## src/core_ctrl_pkg.sv

```systemverilog
//////////////////////////////////////////////////////////////////////
// Widths, register word offsets and multibit enable codes shared by
// the core control blocks. Offsets assume at most 4 remap regions.
//////////////////////////////////////////////////////////////////////

`default_nettype none

package core_ctrl_pkg;

  //////////////////////////////////////////////////////////////////////
  // Widths
  //////////////////////////////////////////////////////////////////////

  // Bus address on the data side
  typedef logic [31:0] addr_t;

  // Register and entropy word
  typedef logic [31:0] data_t;

  // Word offset on the register port
  typedef logic [3:0] cfg_addr_t;

  // Multibit enable, only LcOn counts as on
  typedef logic [3:0] lc_tx_t;

  localparam lc_tx_t LcOn  = 4'b1010;
  localparam lc_tx_t LcOff = 4'b0101;

  //////////////////////////////////////////////////////////////////////
  // Register map
  //////////////////////////////////////////////////////////////////////

  // One enable bit per region
  localparam cfg_addr_t RegRegionEn  = 4'd0;
  // Bit 0 enables the watchdog NMI
  localparam cfg_addr_t RegNmiEnable = 4'd1;
  // Bit 0 set by hardware, write 1 to clear
  localparam cfg_addr_t RegNmiState  = 4'd2;
  // Read returns the random word and clears it
  localparam cfg_addr_t RegRndData   = 4'd3;
  // Bit 0 is the random word valid flag
  localparam cfg_addr_t RegRndStatus = 4'd4;
  // Region i match word at 8+2i, remap word at 9+2i
  localparam cfg_addr_t RegMatchBase = 4'd8;
  localparam cfg_addr_t RegRemapBase = 4'd9;

endpackage

`default_nettype wire
```

## src/core_ctrl_top.sv

```systemverilog
//////////////////////////////////////////////////////////////////////
// Control logic around the processor core, without the core itself.
// NumRegions may be 1 to 4 so the region words fit the register map.
//////////////////////////////////////////////////////////////////////

`timescale 1ns/10ps
`default_nettype none

module core_ctrl_top
  import core_ctrl_pkg::*;
#(
  parameter int NumRegions = 2
) (
  input  logic      clk_i,
  input  logic      rst_ni,
  // Register port
  input  logic      cfg_valid_i,
  input  logic      cfg_we_i,
  input  cfg_addr_t cfg_addr_i,
  input  data_t     cfg_wdata_i,
  output logic      cfg_rvalid_o,
  output data_t     cfg_rdata_o,
  // Watchdog NMI
  input  logic      nmi_wdog_i,
  output logic      irq_nm_o,
  // Data bus, core side
  input  logic      dbus_valid_i,
  input  addr_t     dbus_addr_i,
  output logic      dbus_ready_o,
  // Data bus, memory side
  output logic      dbus_valid_o,
  output addr_t     dbus_addr_o,
  input  logic      dbus_ready_i,
  // Fetch enable control
  input  lc_tx_t    lc_cpu_en_i,
  input  lc_tx_t    pwr_cpu_en_i,
  input  logic      fatal_core_err_i,
  output logic      fetch_enable_o,
  // Entropy source
  input  logic      ent_valid_i,
  input  data_t     ent_data_i,
  output logic      ent_ready_o
);

  logic [NumRegions-1:0]  region_en;
  addr_t [NumRegions-1:0] region_match;
  addr_t [NumRegions-1:0] region_remap;
  data_t                  rnd_data;
  logic                   rnd_valid;
  logic                   rnd_rd;

  cfg_regs #(
    .NumRegions (NumRegions)
  ) i_cfg_regs (
    .clk_i          (clk_i),
    .rst_ni         (rst_ni),
    .cfg_valid_i    (cfg_valid_i),
    .cfg_we_i       (cfg_we_i),
    .cfg_addr_i     (cfg_addr_i),
    .cfg_wdata_i    (cfg_wdata_i),
    .cfg_rvalid_o   (cfg_rvalid_o),
    .cfg_rdata_o    (cfg_rdata_o),
    .nmi_wdog_i     (nmi_wdog_i),
    .irq_nm_o       (irq_nm_o),
    .region_en_o    (region_en),
    .region_match_o (region_match),
    .region_remap_o (region_remap),
    .rnd_data_i     (rnd_data),
    .rnd_valid_i    (rnd_valid),
    .rnd_rd_o       (rnd_rd)
  );

  addr_remap #(
    .NumRegions (NumRegions)
  ) i_addr_remap (
    .dbus_valid_i   (dbus_valid_i),
    .dbus_addr_i    (dbus_addr_i),
    .dbus_ready_o   (dbus_ready_o),
    .dbus_valid_o   (dbus_valid_o),
    .dbus_addr_o    (dbus_addr_o),
    .dbus_ready_i   (dbus_ready_i),
    .region_en_i    (region_en),
    .region_match_i (region_match),
    .region_remap_i (region_remap)
  );

  fetch_gate i_fetch_gate (
    .clk_i            (clk_i),
    .rst_ni           (rst_ni),
    .lc_cpu_en_i      (lc_cpu_en_i),
    .pwr_cpu_en_i     (pwr_cpu_en_i),
    .fatal_core_err_i (fatal_core_err_i),
    .fetch_enable_o   (fetch_enable_o)
  );

  rnd_buffer i_rnd_buffer (
    .clk_i       (clk_i),
    .rst_ni      (rst_ni),
    .ent_valid_i (ent_valid_i),
    .ent_data_i  (ent_data_i),
    .ent_ready_o (ent_ready_o),
    .rnd_rd_i    (rnd_rd),
    .rnd_data_o  (rnd_data),
    .rnd_valid_o (rnd_valid)
  );

endmodule

`default_nettype wire

```

## src/rnd_buffer.sv

```systemverilog
//////////////////////////////////////////////////////////////////////
// Single random word from the entropy source. Requests only while
// empty, a read pulse wins over a capture in the same cycle.
//////////////////////////////////////////////////////////////////////

`timescale 1ns/10ps
`default_nettype none

module rnd_buffer
  import core_ctrl_pkg::*;
(
  input  logic  clk_i,
  input  logic  rst_ni,
  // Entropy source
  input  logic  ent_valid_i,
  input  data_t ent_data_i,
  output logic  ent_ready_o,
  // Register side
  input  logic  rnd_rd_i,
  output data_t rnd_data_o,
  output logic  rnd_valid_o
);

  data_t rnd_data_q;
  logic  rnd_valid_q;

  assign ent_ready_o = ~rnd_valid_q;

  always_ff @(posedge clk_i or negedge rst_ni) begin
    if (!rst_ni) begin
      rnd_valid_q <= 1'b0;
      rnd_data_q  <= '0;
    end else if (rnd_rd_i) begin
      // Word is consumed, so it is wiped
      rnd_valid_q <= 1'b0;
      rnd_data_q  <= '0;
    end else if (ent_valid_i && ent_ready_o) begin
      rnd_valid_q <= 1'b1;
      rnd_data_q  <= ent_data_i;
    end
  end

  assign rnd_data_o  = rnd_data_q;
  assign rnd_valid_o = rnd_valid_q;

endmodule

`default_nettype wire

```

## src/fetch_gate.sv

```systemverilog
//////////////////////////////////////////////////////////////////////
// Fetch enable from two multibit enables plus a local disable. Any
// code other than LcOn is off. A fatal error disables until reset.
//////////////////////////////////////////////////////////////////////

`timescale 1ns/10ps
`default_nettype none

module fetch_gate
  import core_ctrl_pkg::*;
(
  input  logic   clk_i,
  input  logic   rst_ni,
  input  lc_tx_t lc_cpu_en_i,
  input  lc_tx_t pwr_cpu_en_i,
  input  logic   fatal_core_err_i,
  output logic   fetch_enable_o
);

  lc_tx_t lc_sync1_q;
  lc_tx_t lc_sync2_q;
  lc_tx_t pwr_sync1_q;
  lc_tx_t pwr_sync2_q;
  lc_tx_t local_en_q;

  //////////////////////////////////////////////////////////////////////
  // Enable synchronizers
  //////////////////////////////////////////////////////////////////////

  // Both chains come out of reset disabled
  always_ff @(posedge clk_i or negedge rst_ni) begin
    if (!rst_ni) begin
      lc_sync1_q  <= LcOff;
      lc_sync2_q  <= LcOff;
      pwr_sync1_q <= LcOff;
      pwr_sync2_q <= LcOff;
    end else begin
      lc_sync1_q  <= lc_cpu_en_i;
      lc_sync2_q  <= lc_sync1_q;
      pwr_sync1_q <= pwr_cpu_en_i;
      pwr_sync2_q <= pwr_sync1_q;
    end
  end

  // Sticky local disable
  always_ff @(posedge clk_i or negedge rst_ni) begin
    if (!rst_ni) begin
      local_en_q <= LcOn;
    end else if (fatal_core_err_i) begin
      local_en_q <= LcOff;
    end
  end

  // Strict compare on all three
  assign fetch_enable_o = (lc_sync2_q == LcOn) && (pwr_sync2_q == LcOn) &&
                          (local_en_q == LcOn);

endmodule

`default_nettype wire

```

## src/addr_remap.sv

```systemverilog
//////////////////////////////////////////////////////////////////////
// Combinational data-bus remap. Regions are naturally aligned and the
// lowest-indexed enabled hit wins. Valid and ready are not touched.
//////////////////////////////////////////////////////////////////////

`timescale 1ns/10ps
`default_nettype none

module addr_remap
  import core_ctrl_pkg::*;
#(
  parameter int NumRegions = 2
) (
  // Core side
  input  logic                   dbus_valid_i,
  input  addr_t                  dbus_addr_i,
  output logic                   dbus_ready_o,
  // Memory side
  output logic                   dbus_valid_o,
  output addr_t                  dbus_addr_o,
  input  logic                   dbus_ready_i,
  // Region configuration
  input  logic [NumRegions-1:0]  region_en_i,
  input  addr_t [NumRegions-1:0] region_match_i,
  input  addr_t [NumRegions-1:0] region_remap_i
);

  addr_t [NumRegions-1:0] dc_mask;
  logic  [NumRegions-1:0] hit;

  // Trailing ones plus the lowest zero of the match word are don't-care
  for (genvar i = 0; i < NumRegions; i++) begin : gen_region
    assign dc_mask[i] = region_match_i[i] ^ (region_match_i[i] + addr_t'(1));
    assign hit[i]     = region_en_i[i] &
                        ((dbus_addr_i & ~dc_mask[i]) == (region_match_i[i] & ~dc_mask[i]));
  end

  // Walk down so that the lowest index is applied last
  always_comb begin
    dbus_addr_o = dbus_addr_i;
    for (int i = NumRegions - 1; i >= 0; i--) begin
      if (hit[i]) begin
        dbus_addr_o = (region_remap_i[i] & ~dc_mask[i]) | (dbus_addr_i & dc_mask[i]);
      end
    end
  end

  //////////////////////////////////////////////////////////////////////
  // Handshake
  //////////////////////////////////////////////////////////////////////

  // No storage on this path
  assign dbus_valid_o = dbus_valid_i;
  assign dbus_ready_o = dbus_ready_i;

endmodule

`default_nettype wire

```

## src/cfg_regs.sv

```systemverilog
//////////////////////////////////////////////////////////////////////
// Register port without back-pressure. Writes land on the valid edge,
// read data comes back one cycle later with a single rvalid pulse.
//////////////////////////////////////////////////////////////////////

`timescale 1ns/10ps
`default_nettype none

module cfg_regs
  import core_ctrl_pkg::*;
#(
  parameter int NumRegions = 2
) (
  input  logic                       clk_i,
  input  logic                       rst_ni,
  // Register port
  input  logic                       cfg_valid_i,
  input  logic                       cfg_we_i,
  input  cfg_addr_t                  cfg_addr_i,
  input  data_t                      cfg_wdata_i,
  output logic                       cfg_rvalid_o,
  output data_t                      cfg_rdata_o,
  // Watchdog NMI request, asynchronous
  input  logic                       nmi_wdog_i,
  output logic                       irq_nm_o,
  // Remap configuration
  output logic [NumRegions-1:0]      region_en_o,
  output addr_t [NumRegions-1:0]     region_match_o,
  output addr_t [NumRegions-1:0]     region_remap_o,
  // Random word buffer
  input  data_t                      rnd_data_i,
  input  logic                       rnd_valid_i,
  output logic                       rnd_rd_o
);

  function automatic cfg_addr_t match_offset(int unsigned idx);
    return cfg_addr_t'(RegMatchBase + 2 * idx);
  endfunction

  function automatic cfg_addr_t remap_offset(int unsigned idx);
    return cfg_addr_t'(RegRemapBase + 2 * idx);
  endfunction

  logic                   wr_en;
  logic                   rd_en;
  logic [NumRegions-1:0]  region_en_q;
  addr_t [NumRegions-1:0] region_match_q;
  addr_t [NumRegions-1:0] region_remap_q;
  logic                   nmi_enable_q;
  logic                   nmi_state_q;
  logic [1:0]             wdog_sync_q;
  logic                   rvalid_q;
  data_t                  rdata_q;
  data_t                  read_mux;

  assign wr_en = cfg_valid_i & cfg_we_i;
  assign rd_en = cfg_valid_i & ~cfg_we_i;

  //////////////////////////////////////////////////////////////////////
  // Software registers
  //////////////////////////////////////////////////////////////////////

  always_ff @(posedge clk_i or negedge rst_ni) begin
    if (!rst_ni) begin
      region_en_q    <= '0;
      region_match_q <= '0;
      region_remap_q <= '0;
      nmi_enable_q   <= 1'b0;
    end else if (wr_en) begin
      if (cfg_addr_i == RegRegionEn) begin
        region_en_q <= cfg_wdata_i[NumRegions-1:0];
      end
      if (cfg_addr_i == RegNmiEnable) begin
        nmi_enable_q <= cfg_wdata_i[0];
      end
      for (int i = 0; i < NumRegions; i++) begin
        if (cfg_addr_i == match_offset(i)) begin
          region_match_q[i] <= cfg_wdata_i;
        end
        if (cfg_addr_i == remap_offset(i)) begin
          region_remap_q[i] <= cfg_wdata_i;
        end
      end
    end
  end

  //////////////////////////////////////////////////////////////////////
  // Watchdog NMI
  //////////////////////////////////////////////////////////////////////

  // Two-flop synchronizer, then the sticky state bit
  // A new watchdog event beats a software clear in the same cycle
  always_ff @(posedge clk_i or negedge rst_ni) begin
    if (!rst_ni) begin
      wdog_sync_q <= 2'b00;
      nmi_state_q <= 1'b0;
    end else begin
      wdog_sync_q <= {wdog_sync_q[0], nmi_wdog_i};
      if (wdog_sync_q[1]) begin
        nmi_state_q <= 1'b1;
      end else if (wr_en && (cfg_addr_i == RegNmiState) && cfg_wdata_i[0]) begin
        nmi_state_q <= 1'b0;
      end
    end
  end

  assign irq_nm_o = nmi_state_q & nmi_enable_q;

  //////////////////////////////////////////////////////////////////////
  // Read path
  //////////////////////////////////////////////////////////////////////

  always_comb begin
    case (cfg_addr_i)
      RegRegionEn:  read_mux = data_t'(region_en_q);
      RegNmiEnable: read_mux = data_t'(nmi_enable_q);
      RegNmiState:  read_mux = data_t'(nmi_state_q);
      RegRndData:   read_mux = rnd_data_i;
      RegRndStatus: read_mux = data_t'(rnd_valid_i);
      default:      read_mux = '0;
    endcase
    // Region words sit above the fixed registers
    for (int i = 0; i < NumRegions; i++) begin
      if (cfg_addr_i == match_offset(i)) begin
        read_mux = region_match_q[i];
      end
      if (cfg_addr_i == remap_offset(i)) begin
        read_mux = region_remap_q[i];
      end
    end
  end

  always_ff @(posedge clk_i or negedge rst_ni) begin
    if (!rst_ni) begin
      rvalid_q <= 1'b0;
    end else begin
      rvalid_q <= rd_en;
    end
  end

  always_ff @(posedge clk_i) begin
    if (rd_en) begin
      rdata_q <= read_mux;
    end
  end

  assign cfg_rvalid_o = rvalid_q;
  assign cfg_rdata_o  = rdata_q;

  // Clears the buffer on the same edge that captures the word
  assign rnd_rd_o = rd_en & (cfg_addr_i == RegRndData);

  assign region_en_o    = region_en_q;
  assign region_match_o = region_match_q;
  assign region_remap_o = region_remap_q;

endmodule

`default_nettype wire

```

## config.mk

```make
export PLATFORM = sky130hd
export DESIGN_NAME = core_ctrl_top
export DESIGN_NICKNAME = d
export VERILOG_FILES = /design/src/core_ctrl_pkg.sv /design/src/core_ctrl_top.sv /design/src/rnd_buffer.sv /design/src/fetch_gate.sv /design/src/addr_remap.sv /design/src/cfg_regs.sv
export SDC_FILE = /design/constraint.sdc
export NUM_CORES = 1
export LEC_CHECK = 0
export ABC_AREA = 1
export BUFFER_PORTS_ARGS = -buffer_cell sky130_fd_sc_hd__buf_2
export CAP_MARGIN = 20
export CORE_MARGIN = 2
export CORE_UTILIZATION = 43
export CTS_CLUSTER_DIAMETER = 40
export DETAILED_ROUTE_END_ITERATION = 12
export SKIP_CTS_REPAIR_TIMING = 1
export SLEW_MARGIN = 30
export SYNTH_ARGS = -nofsm -noshare
export SYNTH_HDL_FRONTEND = slang
export SYNTH_SLANG_ARGS = --single-unit
```

## constraint.sdc

```tcl
create_clock -name clk_i -period 4 [get_ports clk_i]
set_input_delay 0 -clock clk_i [delete_from_list [all_inputs] [get_ports clk_i]]
set_output_delay 0 -clock clk_i [all_outputs]
set_load 0.01 [all_outputs]
```

==> results.py <==
metrics = {
    "global_routing": {
        "grt.busiest_layer": "met2",
        "met2_usage": 0.4458,
        "grt_use_met3": 0.04833,
        "grt_use_total": 0.2803,
        "grt_pass1_vias": 13530,
        "grtUsageMet1": 0.3884,
        "overflow": 0,
        "grt_max_degree": 89,
        "grt_pass1_wl_mm": 73.91,
        "antenna_found_initial": 1,
    },
    "synth": {
        "synth_top_area_share": 0.3123,
        "seq_area_frac_synth": 0.3967,
        "syn_area_mm2": 0.01418,
        "ys_ff_latch": 218,
        "syn_area_per_cell_um2": 7.150,
        "synth_top_area_cell": "dfrtp_1",
        "yosys-top-cells-area": "dfrtp_1, nand2_1, inv_1",
        "syn-num-nets": 2164,
        "ys_types": 46,
        "synth_flop_cell": "dfrtp_1",
        "synth_cells": 1984,
        "async_flop_share": 0.8532,
        "synth-edff-count": 32,
        "yosysWarnings": 0,
    },
    "clock_network": {
        "path_clk_slew_ns": 0.05,
        "cts_inserted_buffers": 42,
        "cts-root-buf": "clkbuf_16",
        "clockBufferDepth": 3,
        "insertion_delay_ns": 0.54,
        "clock-sinks": 218,
        "htree_levels": 2,
        "cts_tree": "done",
    },
    "status": {
        "violations": "hold timing, setup timing",
        "status": "finished with violations",
    },
    "pwr": {
        "vdd_ir_drop_max_uv": 337.9,
        "power.total_uw": 8863,
        "pwr_density_cell_mw_per_mm2": 476.0,
        "leakagePower_uw": 0.009322,
    },
    "setup_path": {
        "start_kind": "register",
        "cp_common_cell": "nand2_1",
        "cp.required_ns": 4.00,
        "max_stage_delay_ns": 0.41,
        "crit_type": "register to output port",
        "worstSetupEndpointType": "output port",
        "critical-path-slowest-cell": "dfrtp_1",
        "critPathMaxFanout": 6,
        "crit_arrival_ns": 4.14,
    },
    "die": {
        "chipWidth_um": 185.6,
        "io-pin-count": 187,
        "fp.coreArea_mm2": 0.03254,
        "dieArea_mm2": 0.03446,
        "initial_core_util": 0.4360,
        "std_cell_rows": 66,
        "die_h_um": 185.6,
    },
    "placed_design": {
        "hpwl_mm": 34.61,
        "io_buffers": 180,
        "dpl.cell_count": 2602,
        "routabilityCongestion": 0.9145,
    },
    "sta": {
        "setup_slack_ns": -0.1407,
        "maxSlewViolCount": 0,
        "fin_worst_skew_ns": 0.02214,
        "slew_headroom": 0.3725,
        "finalSetupTns_ns": -3.585,
        "rsz0062_at_grt": "yes",
        "clock.fmax_mhz": 241.5,
        "fin_crit_ns": 4.141,
        "post-route-period-util": 1.035,
        "timing.hold.ws_ns": -0.01921,
        "hold_viol": 1,
        "worst_pin_slew_ns": 0.9380,
        "finalSetupViolCount": 31,
    },
    "finish": {
        "num-nets-final": 2490,
        "layout_commonest_cell": "nand2_1",
        "fin_cells": 2787,
        "fill_cells": 3118,
        "area_delta_synth_final_pct": 31.26,
        "fin_util": 0.5723,
        "mostFrequentLayoutCells": "nand2_1, inv_1, nand3_1",
        "drive_gt1_frac": 0.1950,
    },
    "routing": {
        "vias_per_cell": 5.336,
        "wire_per_inst_um": 17.88,
        "dr_total_vias": 14870,
        "first_iter_violations": 1222,
        "drc": 0,
        "ant_nets": 0,
        "firstDrtPassIters": 6,
        "routed_wl_mm": 49.84,
    },
    "worst_hold_path": {
        "hold_path_class": "input pin to register",
    },
    "run": {
        "maxCapViolCount": 0,
    },
}
-- power by group --
part	total [µW]	internal, µW	switching, µW
logic	2230	884	1350
clock network	3650	2390	1260
registers	2980	2630	348
total	8860	5910	2950
-- cells by family after synthesis --
family                     count (synthesis)  share of synthesized area
muxes                                      3                   0.002381
and+or+nand+nor                          950                     0.2957
DFF                                      218                     0.3967
AOI/OAI and AO/OA                        356                     0.1405
adders and majority gates                 63                    0.05557
xor gates and xnor gates                   1                  0.0006176
buffers and inverters                    393                     0.1086
-- stage by stage --
stage | instance area (µm²) | hold slack (ns) | worst slack, ns
floorplan | 14180 | -0.2956 | 0.9735
CTS | 17320 | -0.4438 | -0.6069
finish | 18620 | -0.01921 | -0.1407
global placement | 15850 | 0.00006862 | 0.06318
global route | 18620 | 0.00002997 | -0.3875
detailed placement | 15850 | 0.00006862 | -0.009020
-- flip-flops by register name (all words and copies together), names as in the netlist --
signal and flops:
i_cfg_regs.region_match_o 64, i_cfg_regs.region_remap_o 64, i_cfg_regs.cfg_rdata_o 32, i_rnd_buffer.rnd_data_o 32, i_fetch_gate.lc_sync1_q 4, i_fetch_gate.lc_sync2_q 4, i_fetch_gate.pwr_sync1_q 4, i_fetch_gate.pwr_sync2_q 4
i_cfg_regs.region_en_o 2, i_cfg_regs.wdog_sync_q 2, i_fetch_gate.local_en_q 2, i_cfg_regs.cfg_rvalid_o 1, i_cfg_regs.nmi_enable_q 1, i_cfg_regs.nmi_state_q 1, i_rnd_buffer.rnd_valid_o 1
-- critical path: cells and delay by family, from the launching register on --
family / cells / cell delay, ns
fa+ha+maj: 1 / 0.37
buf+inv: 5 / 0.51
flops: 1 / 0.41
simple gates: 20 / 2.32
-- worst paths after layout --
kind                                                end  depth (start not counted)  slack (ns)                          from
min                           i_cfg_regs.region_en_o[0]                          4       -0.02                 cfg_addr_i[0]
max in group asynchronous  i_cfg_regs.region_match_o[6]                          3        2.81                        rst_ni
max                                     dbus_addr_o[27]                         26       -0.14  i_cfg_regs.region_match_o[0]
min reg2reg                  i_fetch_gate.lc_sync2_q[3]                          0        0.35    i_fetch_gate.lc_sync1_q[3]
max reg2reg                 i_rnd_buffer.rnd_data_o[26]                          6        1.78      i_rnd_buffer.rnd_valid_o
min in group asynchronous    i_fetch_gate.lc_sync1_q[3]                          2        0.12                        rst_ni
-- cell type report --
cell class,instances,area [µm²],area share
multi-input combinational,1373,7239,0.3888
sequential,218,5634,0.3026
timing repair buffer,349,2500,0.1343
inverter,326,1229,0.06599
clock buffer,55,1204,0.06465
tap,442,553.0,0.02970
clock inverter,23,257.7,0.01384
antenna,1,2.502,0.0001344
-- synthesized netlist by cell type, types with 7 or more instances --
cell type and instances:
a31oi_1 28, nor3_1 7, clkbuf_1 32, inv_2 7, a21oi_1 80, o211ai_1 16, o22ai_1 26, nand2_1 583
o21ai_1 13, nand4_1 78, nand3_1 193, nor2_2 7, dfstp_2 9, ha_1 63, nor2_1 51, dfrtp_1 177
o21ai_0 163, a31o_2 22, buf_2 25, edfxtp_1 32, inv_1 317
-- layer usage --
metal / vias to the layer above / part of all wire / wire, µm
li1: 7249 / - / -
met1: 6926 / 0.44 / 21850
met2: 594 / 0.45 / 22450
met3: 103 / 0.080 / 3973
met4: 0 / 0.031 / 1558
met5: - / 0 / 0
(Power assumes the default switching activity.)
